`src/logic/sample_mem.sv`:
```
`timescale 1ns/1ns

module sample_mem #(
    parameter int DEPTH = 64
) (
    input  logic                      m_axis_data,
    input  logic                      we,
    input  logic [$clog2(DEPTH)-1:0]  waddr,
    input  logic [63:0]               wdata,
    input  logic                      re,
    input  logic [$clog2(DEPTH)-1:0]  raddr,
    output logic [63:0]               rdata
);
    logic [63:0] mem [DEPTH];

    always_ff @(posedge m_axis_data) begin
        if (we)
            mem[waddr] <= wdata;
        if (re)
            rdata <= mem[raddr];   // one cycle read, holds between reads
    end

endmodule

```
`config.mk`:
```
export PLATFORM = sky130hd
export DESIGN_NAME = sample_mem
export DESIGN_NICKNAME = d
export VERILOG_FILES = /design/src/logic/sample_mem.sv
export SDC_FILE = /design/constraint.sdc
export NUM_CORES = 2
export LEC_CHECK = 0
export BUFFER_PORTS_ARGS = -buffer_cell sky130_fd_sc_hd__buf_2
export CAP_MARGIN = 20
export CORE_UTILIZATION = 55
export CTS_CLUSTER_DIAMETER = 60
export DETAILED_ROUTE_END_ITERATION = 7
export PLACE_DENSITY = 0.82
export SLEW_MARGIN = 30
export SYNTH_ARGS = -nofsm -noshare
export SYNTH_HDL_FRONTEND = slang
export SYNTH_SLANG_ARGS = --single-unit
```
`constraint.sdc`:
```
create_clock -name m_axis_data -period 8.6 [get_ports m_axis_data]
set_input_delay 1.72 -clock m_axis_data [delete_from_list [all_inputs] [get_ports m_axis_data]]
set_output_delay 1.72 -clock m_axis_data [all_outputs]
set_load 0.02 [all_outputs]
```
### Word-level counts from Yosys, hierarchy flattened

Memories as Yosys holds them, arrays and structs flattened. A register that Yosys moved wholly into a read port is not among the register bits.
Cells that the tools add are included.

| storage, ports and cells | value |
|---|---|
| flip-flop bits (word level) | 0 |
| RAM bits | 4096 |
| input port bits | 79 |
| output and inout port bits | 64 |
| word-level logic and storage cells | 3 |
| memories kept | 1 |

| cells by class | value |
|---|---|
| mux-type cells | 2 |

Memory list:

| name | words | bits a word | rd ports | clocked after memory_dff | wr ports | line | text |
|---|---|---|---|---|---|---|---|
| mem | 64 | 64 | 1 | 1 | 1 | 14 | `logic [63:0] mem [DEPTH];` |

Operators by type and width:

| cell | count |
|---|---|
| 1-bit 2-to-1 mux | 2 |

### Longest topological paths before layout

| depth | value |
|---|---|
| word-level depth | 2 |
| mapped depth | 9 |
| gate-level depth less buffers | 5 |

### Least setup slack after synthesis

Ideal clock, no wire load.

| timing path | value |
|---|---|
| kind | in2reg |
| start point | input waddr[3] |
| end point | memory mem[48][0] (enable) |
| setup time | 564 ps |
| arrival time | 6592 ps |
| required time | 8036 ps |
| path slack | 1444 ps |
| stages on the path | 4 |
| path buffers | 1 |
| path through | clkbuf_1 -> nor2b_1 -> nand4b_1 -> nor3_1 |

RTL lines:

| item | line | text |
|---|---|---|
| start, declared | 8 | `input logic [$clog2(DEPTH)-1:0] waddr,` |
| end, declared | 14 |  |

No word-level cell before the write port.

==> flow_metrics.tcl <==
set metrics [dict create \
    grt_max_degree 132 \
    drtIter0Drc 16026 \
    via_per_inst 7.40 \
    yosysSeqAreaShare 0.796 \
    cp_num_buf_inv 2 \
    die_x_um 536 \
    power.total_uw 42500 \
    hpwl_um 221000 \
    worstPathArrival_ns 5.19 \
    setup_viol 0 \
    rsz0062_at_grt "no" \
    critPathLaunchType "input port" \
    tns_ns 0 \
    area_growth_pct 12.6 \
    vias 81894 \
    critPathCaptureType "flip-flop" \
    path_delay_family "compound AO/OA/AOI/OAI gates" \
    clock_latency_ns 1.03 \
    num_io_pins 143 \
    cap_violations 0 \
    wl_per_cell_um 43.8 \
    wl_um 485000 \
    crit_path_max_incr_delay_ns 0.85 \
    seqPwrFrac 0.531 \
    synth_seq_cells 4160 \
    cts_hold_buf 0 \
    p_comb_frac 0.047 \
    skew_ns 0.0708 \
    cts_tree "built" \
    cts_max_path_buffers 4 \
    status "finished, final reports clean" \
    overflow 0 \
    fmax_mhz 224 \
    finalCritPeriodShare 0.519 \
    nNetsFinal 7071 \
    internal_power_uw 33300 \
    clock-sinks 4160 \
    syn_area_per_cell_um2 23.8 \
    crit_type "input port to flip-flop" \
    cts_root_buf "clkbuf_16" \
    ff_latch_area_um2 125000 \
    yosysUniqueCellTypes 32 \
    clockPowerShare 0.422 \
    yosys_warnings 0 \
    gp_congestion 0.819 \
    grt_pass1_wl_um 658000 \
    multi_input_area_um2 30800 \
    power_density_nw_per_um2 241 \
    ir_drop_v 0.000312 \
    crit_required_ns 9.33 \
    initial_utilization 0.555 \
    place_inst 10317 \
    cts_resized 0 \
    p_sw_frac 0.217 \
    htreeDepth 5 \
    slew_headroom 0.207 \
    antenna_found_initial 28 \
    numPortBuffers 142 \
    drt_first_pass_iters 8 \
    design.core.area_um2 283000 \
    final_cells 11069 \
    path_cells "buf_8 > buf_12 > mux4_2 > o221ai_1 > o22ai_1 > and3_1" \
    die_area_um2 288000 \
    grt_pass1_vias 84078 \
    numCtsBuffers 405 \
    syn-num-nets 6677 \
    drt.antenna.violating_nets 0 \
    drc_errors 0 \
    p_leak_uw 0.0549 \
    syn_area_um2 157000 \
    critPathSlowestCell "o221ai_1" \
    hold_viol 0 \
    power_switching_uw 9250 \
    rrSetupSlack_ns 5.81 \
    post_cts_buffers 0 \
    drive_gt1_frac 0.280 \
    min_period_ns 4.46 \
    critPathMaxFanout 99 \
    hold_path_class "flip-flop to flip-flop" \
    track_usage 0.335 \
    row_count 195 \
    path_clk_slew_ns 0.06 \
    worst_pin_slew_ns 1.19 \
    die_h_um 536 \
    drv_slew 0 \
    fill_cells 16923 \
    synthCells 6598 \
]
final cells by class:
type                    instances  share of cell area
flip-flops and latches       4160               0.707
multi-input cells            2049               0.174
clock buffers                 478              0.0595
well taps                    3743              0.0265
repair buffers                357              0.0188
clock inverters               236              0.0135
inverters                      19            0.000403
diodes                         27            0.000382
per-stage QoR:
step	hold WS, ns	area [um2]	setup slack [ns]	util
floorplan	0.865	157000	1.44	-
global placement	0.899	163000	3.39	0.575
detailed placement	0.918	163000	3.39	0.577
CTS	0.958	176000	4.32	0.623
global route	0.987	177000	4.16	0.624
finish	0.956	177000	4.14	0.625
kinds of logic (layout without fill, tap and decap cells):
family                 Yosys count  after routing  synth area share
AOI/OAI and AO/OA              504            504            0.0247
buffers and inverters          389           1090            0.0118
DFF                           4160           4160             0.796
muxes                         1159           1159             0.156
other                            0             27                 0
and+or+nand+nor                386            386            0.0123
tightest hold or removal path, stage by stage, from the launching register on:
cell and delay (ns):
edfxtp_1 0.32, mux4_2 0.24, a22oi_1 0.06, nand3_1 0.09, and3_1 0.16
cells in the final DEF, fill, tap and decap left out, types with 17 or more instances in the layout:
cell type	netlist	final
nor2b_1	28	24
a22o_1	88	88
a2bb2oi_1	19	19
mux4_2	1024	1024
clkbuf_16	0	410
o22ai_1	83	83
clkbuf_1	140	68
o221ai_1	38	38
nand3_1	45	45
edfxtp_1	4160	4160
nor2_1	112	47
clkinv_2	0	64
buf_12	0	34
and3_1	64	64
buf_16	0	18
bufinv_16	0	47
buf_2	170	78
nor2_4	0	64
a211oi_1	63	62
a41oi_1	26	25
inv_1	19	19
buf_4	34	214
mux2i_1	135	135
a22oi_1	168	168
or3_1	29	29
nand2_1	58	56
or2_2	28	28
diode_2	0	27
clkinvlp_4	0	19
a31oi_1	18	17
clkinv_1	0	90
synth_stat cells, drive strengths merged:
master,number,area share
edfxtp,4160,0.80
mux2i,135,0.0086
inv,19,0.00045
or3b,1,0.000056
nand2,58,0.0014
nor2,112,0.0027
clkbuf,140,0.0033
a41oi,26,0.0015
o221ai,38,0.0021
a2bb2oi,19,0.0011
nand3,45,0.0014
and3,64,0.0026
a22o,88,0.0049
a22oi,168,0.0080
nand2b,11,0.00044
nand4b,1,0.000056
mux4,1024,0.15
o22ai,83,0.0033
a211oi,63,0.0030
nand4,2,0.000080
nand3b,2,0.000096
or3,29,0.0012
nor2b,28,0.0011
nor3,2,0.000064
a31oi,18,0.00072
and2,3,0.00012
buf,230,0.0080
or2,28,0.0011
a31o,1,0.000056
layer usage:
layer	global-route usage	wire (um)	part of all wire	vias up
met4	0.258	43400	0.089	8
li1	-	-	-	29299
met1	0.393	141000	0.29	41571
met5	0	48	0.000099	-
met2	0.529	232000	0.48	8822
met3	0.0912	69200	0.14	2194
power by group through the flow:
stage / registers [uW] / logic, uW / clock network (uW)
floorplan: 23000 / 1050 / 0
CTS: 22600 / 1960 / 17800
detailed placement: 23000 / 1880 / 0
global placement: 23000 / 1800 / 0
global route: 22600 / 2060 / 18600
finish: 22600 / 2020 / 17900
sequential cells by signal, indices dropped and copies added, names as in the netlist:
signal / flops
mem: 4096
rdata: 64
worst paths after layout:
kind	startpoint	cells past startpoint	to
min reg2reg	mem[53][28]	4	rdata[28]
max	raddr[1]	6	rdata[26]
min	mem[53][28]	4	rdata[28]
max reg2reg	mem[2][26]	4	rdata[26]
Note: power is estimated with default switching activity, not from simulation.
