[src/logic/stream_pkg.sv]
package stream_pkg;

    // =====================================================================
    // 64-bit side, between the source buffer and the splitter
    // =====================================================================
    typedef struct packed {
        logic [63:0] data;
        logic        last;    // final word of the transfer
    } wide_beat_t;

    // =====================================================================
    // 32-bit side, the DSP stream in both directions
    // =====================================================================
    typedef struct packed {
        logic [31:0] tdata;
        logic        tlast;   // high half of the final word
    } narrow_beat_t;

endpackage

[src/logic/beat_packer.sv]
`timescale 1ns/1ns

module beat_packer (
    input  logic                     m_axis_data,
    input  logic                     rst_n,
    input  stream_pkg::narrow_beat_t beat,
    input  logic                     beat_valid,
    output logic                     beat_pop,
    output logic                     dst_we,
    output logic [63:0]              dst_wdata
);
    logic        half;     // set once the low half is held
    logic [31:0] low_q;

    // the buffer write never stalls, so every beat is taken
    assign beat_pop = beat_valid;

    // =====================================================================
    // pairing state and write strobe
    // =====================================================================
    always_ff @(posedge m_axis_data) begin
        if (!rst_n) begin
            half   <= 1'b0;
            dst_we <= 1'b0;
        end else begin
            dst_we <= beat_pop && half;
            if (beat_pop)
                half <= !half;
        end
    end

    // word data
    always_ff @(posedge m_axis_data) begin
        if (beat_pop && !half)
            low_q <= beat.tdata;
        if (beat_pop && half)
            dst_wdata <= {beat.tdata, low_q};   // high half completes the word
    end

endmodule

[config.mk]
export PLATFORM = sky130hd
export DESIGN_NAME = beat_packer
export DESIGN_NICKNAME = d
export VERILOG_FILES = /design/src/logic/stream_pkg.sv /design/src/logic/beat_packer.sv
export SDC_FILE = /design/constraint.sdc
export NUM_CORES = 1
export LEC_CHECK = 0
export BUFFER_PORTS_ARGS = -buffer_cell sky130_fd_sc_hd__buf_2
export CAP_MARGIN = 10
export CELL_PAD_IN_SITES_DETAIL_PLACEMENT = 1
export CELL_PAD_IN_SITES_GLOBAL_PLACEMENT = 1
export CORE_AREA = 4 4 91 93
export DETAILED_ROUTE_END_ITERATION = 10
export DIE_AREA = 0 0 95 97
export GPL_ROUTABILITY_DRIVEN = 0
export PLACE_DENSITY = 0.86
export SYNTH_ARGS = -nofsm -noshare
export SYNTH_HDL_FRONTEND = slang
export SYNTH_SLANG_ARGS = --single-unit
[constraint.sdc]
create_clock -name m_axis_data -period 2.3 [get_ports m_axis_data]
set_input_delay 0.46 -clock m_axis_data [delete_from_list [all_inputs] [get_ports m_axis_data]]
set_output_delay 0.46 -clock m_axis_data [all_outputs]
set_load 0.02 [all_outputs]
# == After elaboration in Yosys (flattened, before gate mapping) ==
# Index checks and enable logic that the tools add are counted.
# totals
elab_cells,7
in_bits,36
ff_bits,98
output_inout_bits,66
# op_classes
reduce_logical,3
# ops
operator,n
$logic_and 1x1->1,2
$logic_not 1->1,1

# == Depth between registers and ports, before layout ==
# depth
depth_word,2
ltp_mapped,2
depth_no_buf,2

# == Least setup slack after synthesis ==
# Ideal clock, no wire load.
# synth_path
path_kind,input port to flip-flop
startpoint,input port beat_valid
endpoint,register dst_wdata[0] (enable)
arrival_ns,1.316
slack_ns,0.590
cell_stages,1
setup_time_ns,0.394
path_buffers,0
required_ns,1.906
path_cell_list,and2_2
# synth_between
elab_chain_cells,1
# synth_lines
item,line,source
"start, declared",beat_packer.sv:7,"input logic beat_valid,"
$logic_and 1x1->1,beat_packer.sv:36,if (beat_pop && half)
"end signal, assigned",beat_packer.sv:37,"dst_wdata <= {beat.tdata, low_q};"
"end, declared",beat_packer.sv:10,output logic [63:0] dst_wdata
# Every way passes these cells.
# A chain may end at the register's enable or synchronous reset.

# == Final worst setup path ==
# layout_path
startpoint,register half
endpoint,register dst_wdata[59] (enable)
# layout_between
elab_chain_cells,1
# layout_lines
item,line,source
"start, declared",beat_packer.sv:12,logic half;
"start signal, assigned",beat_packer.sv:28,half <= !half;
$logic_and 1x1->1,beat_packer.sv:36,
# Every way passes these cells.

==> impl_metrics.tcl <==
set metrics [dict create \
    dominant_combinational_cell_family_by_area_after_synthesis "simple AND/OR/NAND/NOR gates" \
    yosys_warnings 0 \
    worst_skew_pair.late_latency_ps 340 \
    first_pass_grt_wire_length_mm 7.96 \
    syn-mean-instance-area_sq_um 28.6 \
    initial_antenna_violation_count 0 \
    cpMaxStageDelayCell "buf_4" \
    fin_cells 324 \
    final.setup_skew_ps 5.01 \
    drt_pre_antenna_iters 4 \
    finalCoreUtilization_pct 50.8 \
    grt_setup_unrepaired "false" \
    cts_resized 0 \
    worst_hold_startpoint "beat[4]" \
    static-leakage-power_nw 1.45 \
    power_density_nw_per_um2 882 \
    criticalPathCategory "register to register" \
    crit_required_ps 2280 \
    swShare_pct 19.9 \
    detailedPlace.worstSlack_ps 687 \
    boundaryPins 102 \
    floorplan.initialDensity_pct 39.5 \
    detailed_placement_wirelength_estimate_mm 3.89 \
    crit_family "buffers and inverters" \
    synth_area_sq_um 2970 \
    timing.final.max_slew_violations 0 \
    worst-path-buf-inv 1 \
    drc_violation_count_after_routing 0 \
    tns_ps 0 \
    grt_pass1_vias 1476 \
    pwr-share-seq_pct 61.3 \
    post_synth_inst_count 104 \
    area_fraction_in_compound_gates_after_synthesis_pct 0.253 \
    cts.sink_count 98 \
    critical_path.startpoint_type "register" \
    drive_gt1_share_pct 54.3 \
    grt_remaining_overflow 0 \
    post-place-cells 308 \
    fp.coreArea_sq_um 7530 \
    tritoncts "yes" \
    synth_mux_area_share_pct 0 \
    cell_rows 32 \
    worst_setup_path_end_kind "register" \
    post_cts.repair.setup_buffers 0 \
    wl_mm 5.40 \
    synth-xor-area-share_pct 0 \
    power.net_switching_mw 0.671 \
    max_freq_mhz 696 \
    synth_top_area_share_pct 97.0 \
    route.antenna.remaining_nets 0 \
    fin_crit_sh_pct 62.5 \
    yosysSeqAreaShare_pct 98.3 \
    largest_net_degree_at_the_start_of_global_routing 48 \
    hold_path_depth 1 \
    post_cts_clock_slew_at_the_launch_and_capture_registers_of_the_worst_setup_and_hold_paths_ps 90 \
    cp_data_arrival_time_ps 1420 \
    cell_internal_pwr_mw 2.70 \
    setup_viol_count_final 0 \
    wl_per_cell_um 16.7 \
    cts_hold_repair.buffers 0 \
    regToRegSetupSlack_ps 860 \
    min_path_type "input port to register" \
    final_critical_path_setup_slack_ps 862 \
    finalCriticalPeriod_ps 1440 \
    relSlewSlack_pct 61.6 \
    track_usage_pct 12.0 \
    highest_ir_drop_seen_on_vdd_mv 0.305 \
    synth_simple_gate_area_share_pct 1.18 \
    via_count 1378 \
    chip_width_um 95 \
    clock_network_fraction_of_total_power_pct 33.7 \
    final_nets 253 \
    die_h_um 97 \
    p_comb_share_pct 4.9 \
    final-hold-violation-count 0 \
    syn2layout_area_growth_pct 28.7 \
    synth_adder_area_share_pct 0 \
    register_bit_count_reported_by_yosys 98 \
    max_cap_violations 0 \
    cts.root.buffer_cell "clkbuf_8" \
    cell_by_cell_listing_of_the_critical_path "and2_2, buf_4" \
    rr_startpoint "half" \
    die-area_sq_um 9220 \
    yosysTopAreaCell "edfxtp_1" \
    cts-htree-levels 3 \
    fin_total_pwr_mw 3.37 \
    numCtsBuffers 9 \
    tightestPinTransition_ps 576 \
    crit_fanout 47 \
    number_of_port_buffers 100 \
    synthTopCellsByArea "edfxtp_1 (97%), dfxtp_1 (1.3%), nor2b_4 (0.46%)" \
    clock_tree.buffer_depth 2 \
    status "complete, no violations" \
    yosys.cell_types.count 8 \
    timing.hold.worst_endpoint "dst_wdata[35]" \
    worst_r2r_endpoint "dst_wdata[59]" \
    detail_route.iter0.violations 38 \
    worst-r2r-cell-count 2 \
    avgViaCountPerCell 4.25 \
    crit_path_max_incr_delay_ps 470 \
    synthesis.nets 140 \
]
power by group through the flow:
stage | combinational, mW | sequential, mW | clock (mW)
after global routing | 0.181 | 2.08 | 1.26
after detailed placement | 0.171 | 2.11 | 0
after CTS | 0.171 | 2.07 | 1.16
after floorplan | 0.0324 | 2.15 | 0
after global placement | 0.164 | 2.10 | 0
final | 0.167 | 2.07 | 1.14
per-stage QoR:
step / cell area [sq um] / hold slack [ps]
finish: 3820 / 304
global route: 3820 / 281
CTS: 3820 / 292
detailed placement: 3620 / 406
global placement: 3620 / 401
floorplan: 2970 / 400
layout by cell type (no fill, tap or decap):
master,instances
and2_2,1
and3_2,1
buf_2,100
buf_4,3
bufinv_16,2
clkbuf_8,9
clkinv_1,1
clkinv_2,2
clkinv_4,1
dfxtp_1,2
diode_2,1
edfxtp_1,96
nor2b_1,1
nor2b_4,1
o21a_1,1
worst register-to-register path: stages (launching register included):
cell and delay (ps):
dfxtp_1 400, and2_2 180, buf_4 470
synthesized netlist by cell type, drive strengths merged:
cell type  number
and2            1
and3            1
buf             1
dfxtp           2
edfxtp         96
nor2b           2
o21a            1
cell type report:
cell class	instances	area [sq um]
Tap cell	102	128
Sequential cell	98	2920
Antenna cell	1	2.50
Fill cell	727	3700
Multi-Input combinational cell	5	42.5
Clock inverter	6	82.6
Clock buffer	9	124
Timing Repair Buffer	103	523
how the worst max path moves through the flow:
stage	startpoint	end	slack (ps)	cells after the start
floorplan	beat_valid	dst_wdata[0]	590	1
global placement	beat_valid	dst_wdata[43]	720	3
detailed placement	beat_valid	dst_wdata[43]	690	3
CTS	half	dst_wdata[8]	850	2
global route	half	dst_wdata[13]	770	2
finish	half	dst_wdata[59]	860	2
flip-flops by register name, indices dropped and copies added, names as in the netlist:
register and flops:
half 1, low_q 32, dst_we 1, dst_wdata 64
logic make-up after synthesis:
kind of cell / Yosys count
and+or+nand+nor: 4
AOI/OAI and AO/OA: 1
buffers and inverters: 1
DFF: 98
per-layer routing:
| metal | global-route usage [%] | up-vias | share of wire [%] |
|---|---|---|---|
| met5 | 0 | - | 0 |
| met4 | 5.33 | 0 | 1.5 |
| met3 | 5.13 | 8 | 10 |
| met2 | 19.4 | 72 | 48 |
| met1 | 13.8 | 657 | 40 |
| li1 | - | 641 | - |
(Power assumes the default switching activity.)
