File: src/logic/dsp_dma_config.svh
`ifndef DSP_DMA_CONFIG_SVH
`define DSP_DMA_CONFIG_SVH

// =========================================================================
// buffer geometry
// =========================================================================
`define DMA_DEPTH 64        // 64-bit words per buffer
`define DMA_AW    6         // word address width for DMA_DEPTH

// =========================================================================
// identification
// =========================================================================
`define DMA_ID    16'h5d3a  // returned by the ID register

`endif

File: src/logic/dma_reg_pkg.sv
`include "dsp_dma_config.svh"

package dma_reg_pkg;

    // one cycle of the host strobe bus
    // addr[7] picks the buffer window, low bits index a register or word
    typedef struct packed {
        logic        wr;
        logic        rd;
        logic [7:0]  addr;
        logic [63:0] wdata;
    } host_req_t;

    // register window map
    typedef enum logic [6:0] {
        REG_ID     = 7'd0,
        REG_CTRL   = 7'd1,
        REG_LEN    = 7'd2,
        REG_STATUS = 7'd3
    } reg_addr_e;

    typedef struct packed {
        logic              start;  // single-cycle pulse
        logic [`DMA_AW:0]  len;    // word count, 0..DMA_DEPTH
    } dma_cfg_t;

    typedef struct packed {
        logic busy;
        logic done;
    } dma_status_t;

endpackage

File: src/logic/dma_regs.sv
`timescale 1ns/1ns
`include "dsp_dma_config.svh"

module dma_regs (
    input  logic                      m_axis_data,
    input  logic                      rst_n,
    input  dma_reg_pkg::host_req_t    host,
    input  dma_reg_pkg::dma_status_t  status,
    input  logic [63:0]               dst_rdata,
    output dma_reg_pkg::dma_cfg_t     cfg,
    output logic                      src_we,
    output logic [`DMA_AW-1:0]        src_waddr,
    output logic [63:0]               src_wdata,
    output logic [`DMA_AW-1:0]        dst_raddr,
    output logic                      dst_re,
    output logic [63:0]               host_rdata,
    output logic                      host_rvalid
);
    import dma_reg_pkg::*;

    localparam int LW = `DMA_AW + 1;

    logic          win;          // 1 = buffer window
    reg_addr_e     idx;
    logic          reg_wr;
    logic          start_q;
    logic [LW-1:0] len_q;
    logic [63:0]   reg_mux;
    logic [63:0]   reg_rdata_q;
    logic          rd_win_q;     // which source feeds the pending read

    assign win    = host.addr[7];
    assign idx    = reg_addr_e'(host.addr[6:0]);
    assign reg_wr = host.wr && !win;

    // source buffer fill, frozen while a transfer runs
    assign src_we    = host.wr && win && !status.busy;
    assign src_waddr = host.addr[`DMA_AW-1:0];
    assign src_wdata = host.wdata;

    // destination buffer readout, data returns from the RAM next cycle
    assign dst_re    = host.rd && win;
    assign dst_raddr = host.addr[`DMA_AW-1:0];

    assign cfg.start = start_q;
    assign cfg.len   = len_q;

    always_comb begin
        case (idx)
            REG_ID:     reg_mux = 64'(`DMA_ID);
            REG_LEN:    reg_mux = 64'(len_q);
            REG_STATUS: reg_mux = {62'd0, status.done, status.busy};
            default:    reg_mux = '0;   // CTRL reads back as zero
        endcase
    end

    always_ff @(posedge m_axis_data) begin
        if (!rst_n) begin
            start_q     <= 1'b0;
            len_q       <= '0;
            host_rvalid <= 1'b0;
            rd_win_q    <= 1'b0;
        end else begin
            start_q     <= reg_wr && (idx == REG_CTRL) && host.wdata[0];
            host_rvalid <= host.rd;
            if (host.rd)
                rd_win_q <= win;
            if (reg_wr && (idx == REG_LEN)) begin
                // clip oversized counts to one full buffer
                len_q <= (host.wdata > 64'(`DMA_DEPTH)) ? LW'(`DMA_DEPTH)
                                                        : host.wdata[LW-1:0];
            end
        end
    end

    always_ff @(posedge m_axis_data) begin
        if (host.rd)
            reg_rdata_q <= reg_mux;
    end

    assign host_rdata = rd_win_q ? dst_rdata : reg_rdata_q;

endmodule

File: config.mk
export PLATFORM = sky130hd
export DESIGN_NAME = dma_regs
export DESIGN_NICKNAME = d
export VERILOG_FILES = /design/src/logic/dma_reg_pkg.sv /design/src/logic/dma_regs.sv
export VERILOG_INCLUDE_DIRS = /design/src /design/src/logic
export SDC_FILE = /design/constraint.sdc
export NUM_CORES = 1
export LEC_CHECK = 0
export BUFFER_PORTS_ARGS = -buffer_cell sky130_fd_sc_hd__clkbuf_2
export CAP_MARGIN = 25
export CORE_AREA = 2 2 114 116
export DETAILED_ROUTE_END_ITERATION = 12
export DIE_AREA = 0 0 116 118
export GPL_ROUTABILITY_DRIVEN = 0
export GPL_TIMING_DRIVEN = 0
export REMOVE_ABC_BUFFERS = 1
export SETUP_SLACK_MARGIN = 0.05
export SLEW_MARGIN = 10
export SYNTH_ARGS = -nofsm -noshare
export SYNTH_HDL_FRONTEND = slang
export SYNTH_SLANG_ARGS = --single-unit
export TNS_END_PERCENT = 20
File: constraint.sdc
create_clock -name m_axis_data -period 2.43 [get_ports m_axis_data]
set_input_delay 0.243 -clock m_axis_data [delete_from_list [all_inputs] [get_ports m_axis_data]]
set_output_delay 0.243 -clock m_axis_data [all_outputs]
set_load 0.01 [all_outputs]
### Word level (Yosys, flattened, before mapping)

Cells that the tools add are included.
Widths: inputs -> output; s select.

* output and inout port bits: 151
* logic and storage cells: 22
* flip-flop bits (word level): 74
* input port bits: 142

* reduce and logical (&&, ||, !) cells: 10
* order comparisons: 1
* equality and inequality tests: 3
* mux-type cells: 3

Operator list (count)
* $gt 64x7->1 const B: 1
* $mux 64: 1
* $pmux 15 s3: 1
* $eq 7x2->1 const B: 2
* $eq 7x1->1 const B: 1
* $logic_and 1x1->1: 7
* $logic_not 7->1: 1
* $mux 7: 1
* $logic_not 1->1: 2

### Logic depth before layout (Yosys ltp)

* depth after elaboration: 4
* mapped depth: 5
* depth with buffers taken out: 4

### Worst setup path before layout

No wires, ideal clock.

* path type: input-to-reg
* start point: input host[66] (netlist bit)
* end point: register len_q[0]
* library setup time: 121 ps
* path buffers: 1
* cell stages on the path: 5
* slack: 796 ps
* arrival time: 1513 ps
* cells stage by stage: or4_4 -> or4_1 -> buf_2 -> nand3_1 -> o21ai_1

* word-level cells in the longest chain between the ends: 2

RTL lines
* from (decl): RTL line dma_regs.sv:7 `input dma_reg_pkg::host_req_t host,`
* $eq 7x2->1: RTL line dma_regs.sv:68 `if (reg_wr && (idx == REG_LEN)) begin`
* $logic_and 1x1->1: RTL line dma_regs.sv:68
* to (signal assigned): RTL line dma_regs.sv:70 `` len_q <= (host.wdata > 64'(`DMA_DEPTH)) ? LW'(`DMA_DEPTH) ``
* to (decl): RTL line dma_regs.sv:27 `logic [LW-1:0] len_q;`

No other way between the ends.
A chain may end at the register's enable or synchronous reset.

### Worst setup path after layout

* start point: register rd_win_q
* end point: output host_rdata[5]

* word-level cells in the longest chain between the ends: 1

RTL lines
* from (decl): RTL line dma_regs.sv:30 `logic rd_win_q;`
* from (signal assigned): RTL line dma_regs.sv:67 `rd_win_q <= win;`
* $mux 64: RTL line dma_regs.sv:81 `assign host_rdata = rd_win_q ? dst_rdata : reg_rdata_q;`
* to (decl): RTL line dma_regs.sv:16 `output logic [63:0] host_rdata,`

No other way between the ends.

==> run_results.csv <==
group,metric,value,unit
clock_tree,clk_path_buf_depth,2,
clock_tree,ctsResizeCount,0,
power,irDropWorstVdd,114,uV
run,max_cap_violations,0,
cells_and_area,antenna_cells,0,
synth,syn_avg_cell_area,7.90,um^2
die,die_width,116,um
power,p_int,0.736,mW
critical_path,crit_slowest_cell,"dfxtp_2",
sta,finClkSkew,0.000375,ns
routing,vias_per_cell,3.82,
sta,fmax,0.537,GHz
clock_tree,insertion_delay,0.25,ns
sta,tns,0,ns
place,placed_cell_area,3080,um^2
clock_tree,numClockSinks,18,
sta,fin_hold_ws,0.269,ns
synth,yosys_warnings,0,
die,core,12400,um^2
global_route,track_usage,13.3,%
cells_and_area,nFillCells,1446,
routing,wl,9.87,mm
clock_tree,clk_pin_slew_worst_paths,0.05,ns
power,p_leak,1.77,nW
sta,drv_slew,0,
power,pwr-share-comb,37.4,%
die,die_y,118,um
worst_hold_path,holdCritPathClass,"input pin to register",
worst_hold_path,holdPathStages,3,
sta,rsz0062_at_grt,"no",
synth,syn_area,2000,um^2
sta,finalCritPeriodShare,76.7,%
clock_tree,cts_root_buffer,"clkbuf_16",
synth,syn_inst,253,
cells_and_area,design_area,3160,um^2
synth,synth-edff-count,8,
place,dp_hpwl,9.06,mm
routing,wl_per_cell,15.6,um
global_route,grt_pass1_vias,2372,
clock_tree,holdBufCountCts,0,
routing,drc,0,
sta,period_needed,1.86,ns
die,ios,293,
critical_path,cp_data_required_time,2.19,ns
sta,setup_violations,0,
global_route,antenna_found_initial,0,
critical_path,worst_setup_path_end_kind,"primary output",
clock_tree,cts_setup_buffers,0,
routing,first_pass_iters,4,
global_route,grt_pass1_wl,13.8,mm
critical_path,max_stage_delay,0.67,ns
critical_path,path_max_fanout,35,
synth,async_flop_share,0,%
critical_path,arrival,1.62,ns
cells_and_area,final_nets,604,
clock_tree,h-tree-depth,1,
synth,yosysSeqAreaShare,22.0,%
critical_path,reg2reg_depth,2,
die,initial_core_util,16.1,%
cells_and_area,layout-drive-gt1-share,66.8,%
synth,synth_seq_cells,18,
critical_path,cp_top_family,"flip-flops",
routing,ant_nets,0,
critical_path,path_cells,"buf_16, mux2_2, clkbuf_2",
synth,synthFlopType,"dfxtp_1",
power,power.share.clock,30.9,%
power,sequentialPowerShare,31.6,%
die,fp-row-count,41,
critical_path,critical_path_cell_count,3,
critical_path,critical_path_buf_inv_count,2,
power,p_per_area,335,nW/um^2
global_route,grt_max_degree,36,
power,p_sw_share,30.4,%
synth,synthDistinctLibCells,33,
critical_path,crit_type,"register to primary output",
global_route,grt_overflow_total,0,
place,port_buffers,292,
clock_tree,numCtsBuffers,3,
die,die_area,13700,um^2
routing,via_count,2415,
cells_and_area,syn2layout_area_growth,57.9,%
sta,slew_headroom,64.1,%
sta,hold_violations,0,
run_status,status,"finished clean",
clock_tree,cts_tree,"yes",
sta,tightest_slew,0.539,ns
critical_path,start_kind,"register",
routing,drt_iter0_drc,73,
power,p_sw,0.322,mW
power groups by stage:
stage / clock network, mW / logic, mW / registers (mW)
floorplan: 0 / 0.0826 / 0.340
global placement: 0 / 0.391 / 0.347
detailed placement: 0 / 0.404 / 0.341
CTS: 0.340 / 0.405 / 0.335
global route: 0.351 / 0.433 / 0.336
finish: 0.328 / 0.396 / 0.335
layer usage:
layer | up-vias | routed length [um] | share of wire [%] | track usage, %
met5 | - | 0 | 0 | 0
met2 | 176 | 5050 | 51 | 25.8
met1 | 1040 | 3660 | 37 | 14.2
met3 | 4 | 1120 | 11 | 4.33
met4 | 0 | 36 | 0.36 | 1.56
li1 | 1195 | - | - | -
worst paths after layout:
check / endpoint / slack, ns / start
worst max register to register: rd_win_q / 1.40 / rd_win_q
worst max-delay path: host_rdata[5] / 0.57 / rd_win_q
worst min register to register: len_q[2] / 0.48 / len_q[2]
worst min-delay path: start_q / 0.27 / host[73]
cell usage after synthesis (2+ instances only):
library cell  instances  area share, %
o21ai_1               6            1.5
o21ai_0               2           0.50
dfxtp_1              10             10
nor2_1                3           0.56
buf_2                 2           0.50
buf_4                77             29
nor3_1                3           0.75
nand3_1               8            2.0
mux2_2                7            3.9
nand2_1              11            2.1
and2_1               60             19
nand4_1               7            2.2
o21a_1                4            1.5
nand3b_1              2           0.75
nor4_1               15            4.7
inv_1                 2           0.38
clkbuf_1              9            1.7
and3_1                2           0.63
edfxtp_1              8             12
and4_1                2           0.88
per-stage QoR:
stage	setup slack (ns)	util, %	power, mW	std cells
finish	0.567	25.4	1.06	633
global route	0.444	25.4	1.12	633
CTS	0.526	25.4	1.08	633
detailed placement	0.518	24.8	0.745	629
global placement	0.0766	24.6	0.737	628
floorplan	0.726	-	0.423	164
sequential cells by signal, summed over array words and instances (netlist names):
signal / count
start_q: 1
host_rvalid: 1
rd_win_q: 1
len_q: 7
reg_rdata_q: 8
layout make-up:
type / count / area [um^2] / share of cell area (%)
Clock inverter: 1 / 3.75 / 0.119
Clock buffer: 3 / 75.1 / 2.38
Sequential cell: 18 / 442 / 14.0
Multi-Input combinational cell: 144 / 925 / 29.3
Tap cell: 172 / 215 / 6.82
Inverter: 2 / 7.51 / 0.238
Timing Repair Buffer: 293 / 1490 / 47.2
cell usage in the layout (no fill, tap or decap):
cell type,count
clkbuf_2,292
and2_1,60
nor4_1,15
nand2_1,11
dfxtp_1,9
nand3_1,8
edfxtp_1,8
mux2_2,7
nand4_1,7
o21ai_1,6
o21a_1,4
nor2_1,3
nor3_1,3
clkbuf_16,3
inv_1,2
and3_1,2
o21ai_0,2
nand3b_1,2
and4_1,2
or4_4,1
or2_2,1
nand2b_1,1
a21oi_1,1
mux2i_1,1
and3b_1,1
a211o_1,1
nor4_4,1
or4_1,1
nand4b_1,1
o21ba_2,1
nor2b_1,1
clkinv_1,1
buf_16,1
dfxtp_2,1
cells by family (layout without fill, tap and decap cells):
logic type | count (synthesis) | after routing | share of synthesized area [%]
AOI/OAI and AO/OA | 15 | 15 | 4.69
buffers and inverters | 91 | 299 | 31.7
and+or+nand+nor | 121 | 121 | 37.1
muxes | 8 | 8 | 4.44
DFF | 18 | 18 | 22.0
tightest hold or removal path, delay by kind of cell:
family        cells  cell delay [ns]
simple gates      2             0.12
buf+inv           1             0.10
Power figures use the tool's default switching activity.
