### src/logic/stream_pkg.sv
package stream_pkg;

    // =====================================================================
    // 64-bit side, between the source buffer and the splitter
    // =====================================================================
    typedef struct packed {
        logic [63:0] data;
        logic        last;    // final word of the transfer
    } wide_beat_t;

    // =====================================================================
    // 32-bit side, the DSP stream in both directions
    // =====================================================================
    typedef struct packed {
        logic [31:0] tdata;
        logic        tlast;   // high half of the final word
    } narrow_beat_t;

endpackage

### src/logic/beat_splitter.sv
`timescale 1ns/1ns

module beat_splitter (
    input  logic                     m_axis_data,
    input  logic                     rst_n,
    input  stream_pkg::wide_beat_t   word,
    input  logic                     word_valid,
    output logic                     word_pop,
    output stream_pkg::narrow_beat_t dsp_out,
    output logic                     dsp_out_valid,
    input  logic                     dsp_out_ready
);
    logic half;     // 0 = low half on the bus
    logic accept;

    assign dsp_out_valid = word_valid;
    assign accept        = dsp_out_valid && dsp_out_ready;

    assign dsp_out.tdata = half ? word.data[63:32] : word.data[31:0];
    assign dsp_out.tlast = half && word.last;

    // word leaves the FIFO only with its high half
    assign word_pop = accept && half;

    always_ff @(posedge m_axis_data) begin
        if (!rst_n)
            half <= 1'b0;
        else if (accept)
            half <= !half;
    end

endmodule

### config.mk
export PLATFORM = sky130hd
export DESIGN_NAME = beat_splitter
export DESIGN_NICKNAME = d
export VERILOG_FILES = /design/src/logic/stream_pkg.sv /design/src/logic/beat_splitter.sv
export SDC_FILE = /design/constraint.sdc
export NUM_CORES = 1
export LEC_CHECK = 0
export BUFFER_PORTS_ARGS = -buffer_cell sky130_fd_sc_hd__buf_2
export CORE_AREA = 10 10 61 63
export CTS_CLUSTER_DIAMETER = 100
export DETAILED_ROUTE_END_ITERATION = 16
export DIE_AREA = 0 0 71 73
export PLACE_DENSITY = 0.74
export SLEW_MARGIN = 40
export SYNTH_ARGS = -nofsm -noshare
export SYNTH_HDL_FRONTEND = slang
export SYNTH_SLANG_ARGS = --single-unit
### constraint.sdc
create_clock -name m_axis_data -period 1 [get_ports m_axis_data]
set_input_delay 0.1 -clock m_axis_data [delete_from_list [all_inputs] [get_ports m_axis_data]]
set_output_delay 0.1 -clock m_axis_data [all_outputs]
set_load 0.02 [all_outputs]
==> Yosys cells after proc, flatten, opt, wreduce, memory -nomap -nowiden <==
Index checks and enable logic that the tools add are counted.
{ "classes": {"muxes": 1, "reduce_logical": 4} }
{ "op_table": {"columns": ["op", "count"], "rows": [
  ["2-to-1 mux 32 bit", 1],
  ["logical AND 1 bit", 3],
  ["zero test 1 bit", 1]
]} }
{ "totals": {"regBits": 1, "in_bits": 69, "output_inout_bits": 35, "word_cells": 6} }

==> Depth between registers and ports, before layout <==
Gate-level depths: netlist of run 1.
{ "depth": {"ltp_word": 2, "depth_mapped": 4, "mapped_depth_nobuf": 2} }

==> Least setup slack after synthesis of run 1 <==
No wires, ideal clock.
{ "synth_timing": {"kind": "register to output", "start": "register half", "end": "output port dsp_out[24] (netlist name)", "arrival_ns": 0.935, "required_ns": 0.900, "path_slack_ns": -0.035, "path_stages_with_launch": 4, "path_buffers": 2, "path_cell_list": "dfxtp_1 > buf_6 > buf_6 > mux2_4"} }
{ "synth_lines": {"columns": ["item", "line", "text"], "rows": [
  ["start, declared", "beat_splitter.sv:13", "logic half;"],
  ["start signal, assigned", "beat_splitter.sv:29", "half <= !half;"],
  ["end, declared", "beat_splitter.sv:9", "output stream_pkg::narrow_beat_t dsp_out,"]
]} }

==> results list, run 1 <==
- The die covers 5180 µm².
- Summed over all cells, the static leakage comes to 0.000740 µW.
* Violated checks: setup timing
* Aggregate global routing overflow: 0
* Synthesized area: 588 µm²
* Latest clock arrival within the worst-skew pair: 0 ns
* RSZ-0062 raised after global routing: yes
- Cells after Synth: 44
- Pin placement for this block handled 104 I/O pins.
- The number of nets in the synthesized netlist is 113.
- The number of antenna diodes in the final layout is 0.
* Worst-case setup slack after placement: -0.148 ns
- Port-buffer cells: approximately 100
- Post-synth EDFFs: 0
* Fin cells: 176
* Vias post-DR: approximately 760
- Total placed cells including tap cells: 175
- The core region is 2620 µm².
- The largest registers in the layout are half x1.
- For this design, the CTS-stage hold fixing added 0 buffers.
- Post-synth cell types: 11
* Post-CTS setup buffers: 0
* Count of standard-cell rows: 19
- In this run the mean area of a mapped cell was 13.4 µm².
- Avg Vias per Cell: 4.34
* Cell type with the highest aggregate area in the netlist: sky130_fd_sc_hd__mux2_4
- The detail route stage leaves a number of antenna-violating nets equal to 0.
- Vertical die dimension: between 70 and 80 µm
- Flip-flop and latch count after synthesis: 1
- Post-detail-place hpwl: 2470 µm
- Max reg flops: 1
- For this run, asynchronously set or reset flops after synthesis account for 0.
- Fill cells in the final layout number 260.
- Cell area reported after detailed placement: 1110 µm²
- Number of antenna violations at the first check in global routing: 0
- Starting density of the core: 0.225
* Number of DRC violations after detailed-routing iteration 0: 1
- Outcome: complete, but fails checks
* Predominant post-synthesis flop cell: sky130_fd_sc_hd__dfxtp_1
* Synthesis-to-layout area growth: 124%
- The share of synthesized area in the top cell type comes to 0.689.
- Largest net degree at the start of global routing: 17
- Slew Viols, Final: 0
- Drt drc: 0
- At the pin with the least slew margin, the transition time is approximately 0.11 ns.
- In the global route stage, overall resource usage came out at 0.0902.
- The most common cell in the synthesized netlist is sky130_fd_sc_hd__mux2_4.
- Routed Wire Length: 2780 µm
- Yosys attributes the largest share of cell area to sky130_fd_sc_hd__mux2_4 (69%), sky130_fd_sc_hd__mux2_2 (9.6%), sky130_fd_sc_hd__buf_12 (6.8%).
- Yosys printed 0 warnings.
- In the final layout, the share of cells above drive strength 1 is 0.959.
* Worst clock skew: 0 ns
- Tcrit/Tclk final: 1.13
- Number of nets in the layout: 216
- Crit path DAT: about 1 ns
- Routed wire per std cell: 15.8 µm
- Highest Clock Rate: 887 MHz
- Along the worst path, the maximum fanout reaches 16.
* Multi-input logic area: 498 µm²
* DIE WIDTH: 71 µm
- Initial DRT Pass Iterations: 2
- Across all hold checks on the routed design, the worst slack comes to 0.366 ns.
- By count the netlist is led by sky130_fd_sc_hd__mux2_4 (27), sky130_fd_sc_hd__mux2_2 (5), sky130_fd_sc_hd__buf_12 (2), sky130_fd_sc_hd__buf_6 (2), sky130_fd_sc_hd__nand2_1 (2).
* First-pass GRT wire length: 4000 µm
- Summing all non-filler instances in the final layout gives an area of approximately 1300 µm².
- The worst-case IR drop observed on VDD is 0.000469 V.
- Max-Cap Viols: 0
- Type of the most critical hold path: input pin to flip-flop
* Vias in the first global route: 939
* Reg with most FFs: half
* Minimum clock period: 1.13 ns
* Final count of negative-setup-slack endpoints: 32
- Registers take between 20 and 25 µm².
- The worst pin sits at a relative slew slack of 0.924.
- In this run the power density over the cells is about 690 nW/µm².
- Data required, critical path: around 0.9 ns
* Utilization after layout: 0.503
- Worst setup slack after layout: -0.128 ns
- The worst setup path is launched from a flip-flop.
- Worst setup EP type: primary output
- Count of final hold-check violations: 0
- Worst setup path category: flip-flop to primary output
- Clock-pin slew was measured on the worst setup and hold paths at 0 ns.
- Routability-driven placement finished with a final weighted congestion of 0.672.
- Of the synthesized area, sequential elements account for 0.0340.
[per-stage QoR]
step,setup TNS (ns),power (µW)
6_report,-2.97,911
5_1_grt,-3.68,964
4_1_cts,-3.26,884
3_5_place_dp,-3.63,759
3_3_place_gp,-3.33,745
2_1_floorplan,-0.409,514
[placed cells by master, fill, tap and decap left out, drive strengths merged]
| master | Yosys | layout |
|---|---|---|
| nand2b | 1 | 1 |
| and2 | 1 | 1 |
| and3 | 1 | 1 |
| nand2 | 2 | 2 |
| buf | 5 | 106 |
| dfxtp | 1 | 1 |
| mux2 | 32 | 32 |
| mux2i | 1 | 1 |
[repair_timing]
action,in CTS,in global routing
gates resized for setup,42,15
setup endpoints to repair,32,33
cloned,1,0
[metal layers]
metal  routed length, µm  share of wire  global-route usage  up-vias
met2                1240           0.45               0.161       76
li1                    -              -                   -      365
met4                   0              0                   0        0
met1                 927           0.33              0.0746      323
met5                   0              0                   0        -
met3                 615           0.22              0.0898        0
[critical path, stage by stage (launching register included)]
cell	delay (ns)
sky130_fd_sc_hd__dfxtp_4	0.38
sky130_fd_sc_hd__buf_12	0.18
sky130_fd_sc_hd__mux2_4	0.30
sky130_fd_sc_hd__buf_2	0.16
[worst paths after layout]
| kind | slack (ns) | startpoint | depth (start not counted) | to |
|---|---|---|---|---|
| setup / recovery | -0.13 | half | 3 | dsp_out[10] |
| hold / removal | 0.37 | rst_n | 3 | half |
| setup reg to reg | 0.16 | half | 3 | half |
| hold reg to reg | 0.68 | half | 3 | half |
[cell families (layout without fill, tap and decap cells)]
logic type,count (synthesis),after routing,share of synthesized area
buffers and inverters,5,106,0.119
muxes,33,33,0.802
DFF,1,1,0.0340
and+or+nand+nor,5,5,0.0447
[where the power goes]
part / switching (µW) / leakage, µW / internal (µW) / total (µW)
Clock: 0 / 0 / 0 / 0
Combinational: 352 / 0.000731 / 507 / 858
Sequential: 8.56 / 0.00000892 / 43.9 / 52.5
[area by class of cell]
type                            count  area share
Tap cell                           31      0.0295
Multi-Input combinational cell     38       0.379
Timing Repair Buffer              106       0.574
Sequential cell                     1      0.0181
Note: power is estimated with default switching activity, not from simulation.
==> run 2: changes to the inputs <==
Settings changed: CAP_MARGIN set to 20, CORE_AREA 10 10 61 63 to 10 10 58 60, DIE_AREA 0 0 71 73 to 0 0 68 70, PLACE_DENSITY 0.74 to 0.79.
Clock period 1 ns to 1.15 ns, I/O delays scaled along.
==> run 2 against run 1 <==
  * Sequential share of layout area grew 0.19 points
  * Sequential cell count is the same
  * Via count shrank 0.13%
  * Largest cell class unchanged
  * Register-to-register slack gained 0.13 ns
  * Design area shrank 9.3%
  * The flow now finishes without violations
  * Global-route usage grew 0.52 points
  * Die area shrank 8.2%
  * Sequential power shrank 16%
  * Critical path type unchanged
  * Routed wire length shrank 2.5%
  * Clock skew is the same
  * Critical path depth is the same
  * Hold slack gained 0.025 ns
==> results list, run 2 (synthesis results as in run 1) <==
* Summed area of non-filler cells in the final layout: 1190 µm² (was 1320 µm²)
* Final count of negative-setup-slack endpoints: 0 (was 32)
- Aggregate negative setup slack: 0 ns (was -2.97 ns)
- Data required, critical path: 1.03 ns (was 0.90 ns)
- Static timing analysis puts the maximum clock frequency at 882 MHz.
- The total grt overflow is 0 (unchanged).
- The total area of sequential cells came to 23.8 µm² (unchanged).
- Minimum clock period: 1.13 ns
- The sum of routed wire length over all layers is 2710 µm (was 2780 µm).
- Clock power share: 0 (about the same)
* Tcrit/Tclk final: 0.986
* Filler instances: 213 (was 260)
- Combinational fraction of design power: 0.937 (was 0.942)
- The placed instance count was 174 (was 175).
* Post-CTS setup buffers: 0 (unchanged)
- The clock-pin slew of the registers on the worst-case setup and hold paths was 0 ns (about the same).
* Number of antenna violations at the first check in global routing: 0 (unchanged)
- Total Routing Usage GR: 0.0954 (was 0.0902)
- Hold_ws: 0.391 ns (was 0.366 ns)
* Critical path fanouts, max: 18 (was 16)
- The measured slew at the worst slew-check pin came to 0.122 ns (was 0.111 ns).
* Top flop regs: half x1 (unchanged)
- Number of nets in the layout: 216 (unchanged)
* Top-Level Pins: 104 (unchanged)
* Worst clock skew: 0 ns (unchanged)
- The placeable core region is 2340 µm² (was 2620 µm²).
- The area growth from synthesis to final layout was 103% (was 124%).
- Die footprint: 4760 µm² (was 5180 µm²)
- Count of standard-cell rows: 18 (was 19)
- Vias post-DR: 763 (was 764)
* Port-buffer cells: 103 (unchanged)
- Avg Vias per Cell: 4.36 (was 4.34)
- Starting density of the core: 0.251 (was 0.225)
* Antenna diodes: 0 (unchanged)
- The sort of element at the start of the critical path is a flip-flop (unchanged).
- The global routing usage on met2 was 0.164 (was 0.161).
- The layer carrying the most global-route usage is met2 (unchanged).
- Switching component of the power: 294 µW (was 360 µW)
* Worst setup EP type: primary output (unchanged)
- The maximum number of pins on one net before global-route repair was 19 (was 17).
* First-pass GRT wire length: 3890 µm (was 4000 µm)
* Largest voltage drop on the vdd net: 0.000309 V (was 0.000469 V)
* Max-Cap Viols: 0 (unchanged)
* Met3 usage in global routing: 0.0989 (was 0.0898)
- RSZ-0062 raised after global routing: yes (unchanged)
- The static leakage was 0.000700 µW (was 0.000740 µW).
- The hold violation count in the final report was 0 (unchanged).
- Post-detail-place hpwl: 2510 µm (was 2470 µm)
* Worst setup path category: flip-flop to primary output (unchanged)
- The flip-flop count of the largest register, all copies and words added is 1 (unchanged).
- Count of hold buffers inserted by post-cts repair: 0 (unchanged)
- The footprint of the multi-input gates is 498 µm² (unchanged).
- The number of non-filler instances in the completed layout is 175 (was 176).
- Share of post-route cells with drive strength above 1: 0.959 (unchanged)
- Power Internal: 406 µW (was 551 µW)
* Crit path DAT: 1.02 ns (was 1.03 ns)
* Portion of total power attributed to sequential cells: 0.063 (was 0.058)
- The weighted congestion at the end of routability-driven global placement was 0.746 (was 0.672).
- DIE WIDTH: 68 µm (was 71 µm)
* Routed wire per std cell: 15.5 µm (was 15.8 µm)
- Slew Viols, Final: 0 (unchanged)
- The classification of the worst-slack hold path is input pin to flip-flop (unchanged).
- Leading cell type in the layout, fill and taps excluded: sky130_fd_sc_hd__buf_2 (unchanged)
* Vertical die dimension: 70 µm (was 73 µm)
* Vias in the first global route: 860 (was 939)
- The register with the most flip-flops is half (unchanged).
* Worst-case headroom to the max-slew limit: 0.916 (was 0.924)
- Top library cells by usage in the layout, fill and taps aside: sky130_fd_sc_hd__buf_2 (94), sky130_fd_sc_hd__mux2_4 (27), sky130_fd_sc_hd__buf_6 (8) (was sky130_fd_sc_hd__buf_2 (75), sky130_fd_sc_hd__mux2_4 (27), sky130_fd_sc_hd__buf_6 (27))
- Antenna Nets Post-Route: 0 (unchanged)
* Cell area reported after detailed placement: 1110 µm² (about the same)
* Power per cell area: 587 nW/µm² (was 693 nW/µm²)
* Utilization after layout: 0.509 (was 0.503)
- Met1 track demand over resource in global routing: 0.0795 (was 0.0746)
- Number of DRC violations after detailed-routing iteration 0: 9 (was 1)
- The total iterations of the first detailed-routing run came to 2 (unchanged).
- Switching Share: 0.420 (was 0.396)
- Latest clock arrival within the worst-skew pair: 0 ns (about the same)
- Outcome: finished, final reports clean (was complete, but fails checks).
- The total DRC errors in the routed layout was 0 (unchanged).
[run 2: layout make-up]
class	instances	share of cell area
timing repair buffer	106	0.531
multi-input combinational	38	0.418
sequential	1	0.0199
tap	30	0.0315
[run 2: per-layer routing]
metal  vias up  share of wire
met4         0              0
met1       326           0.28
met5         -              0
met2        74           0.45
met3         0           0.28
li1        363              -
[run 2: critical path, stage by stage (launching register included)]
cell	delay (ns)
sky130_fd_sc_hd__dfxtp_4	0.37
sky130_fd_sc_hd__buf_12	0.18
sky130_fd_sc_hd__mux2_4	0.31
sky130_fd_sc_hd__buf_2	0.16
[run 2: what timing repair did]
| item | CTS | global route |
|---|---|---|
| gates resized for setup | 1 | 17 |
| cloned | 0 | 1 |
| hold endpoints to repair | 0 | 0 |
| setup endpoints to repair | 2 | 5 |
[run 2: per-stage QoR]
| stage | setup slack [ns] | total power, µW |
|---|---|---|
| floorplan | 0.100 | 444 |
| global route | -0.0156 | 748 |
| CTS | 0.0121 | 660 |
| finish | 0.0163 | 700 |
| detailed placement | 0.000433 | 660 |
| global placement | 0.00591 | 652 |
[run 2: worst paths after layout]
check / cells after the start / endpoint / start / slack [ns]
max: 3 / dsp_out[7] / half / 0.02
min reg2reg: 3 / half / half / 0.69
min: 3 / half / rst_n / 0.39
max reg2reg: 3 / half / half / 0.29
[run 2: power by group through the flow]
stage          clock network [µW]  logic [µW]  registers (µW)
6_report                        0         656            44.3
5_1_grt                         0         703            45.1
4_1_cts                         0         618            42.3
3_5_place_dp                    0         617            43.2
3_3_place_gp                    0         609            43.0
2_1_floorplan                   0         405            39.3
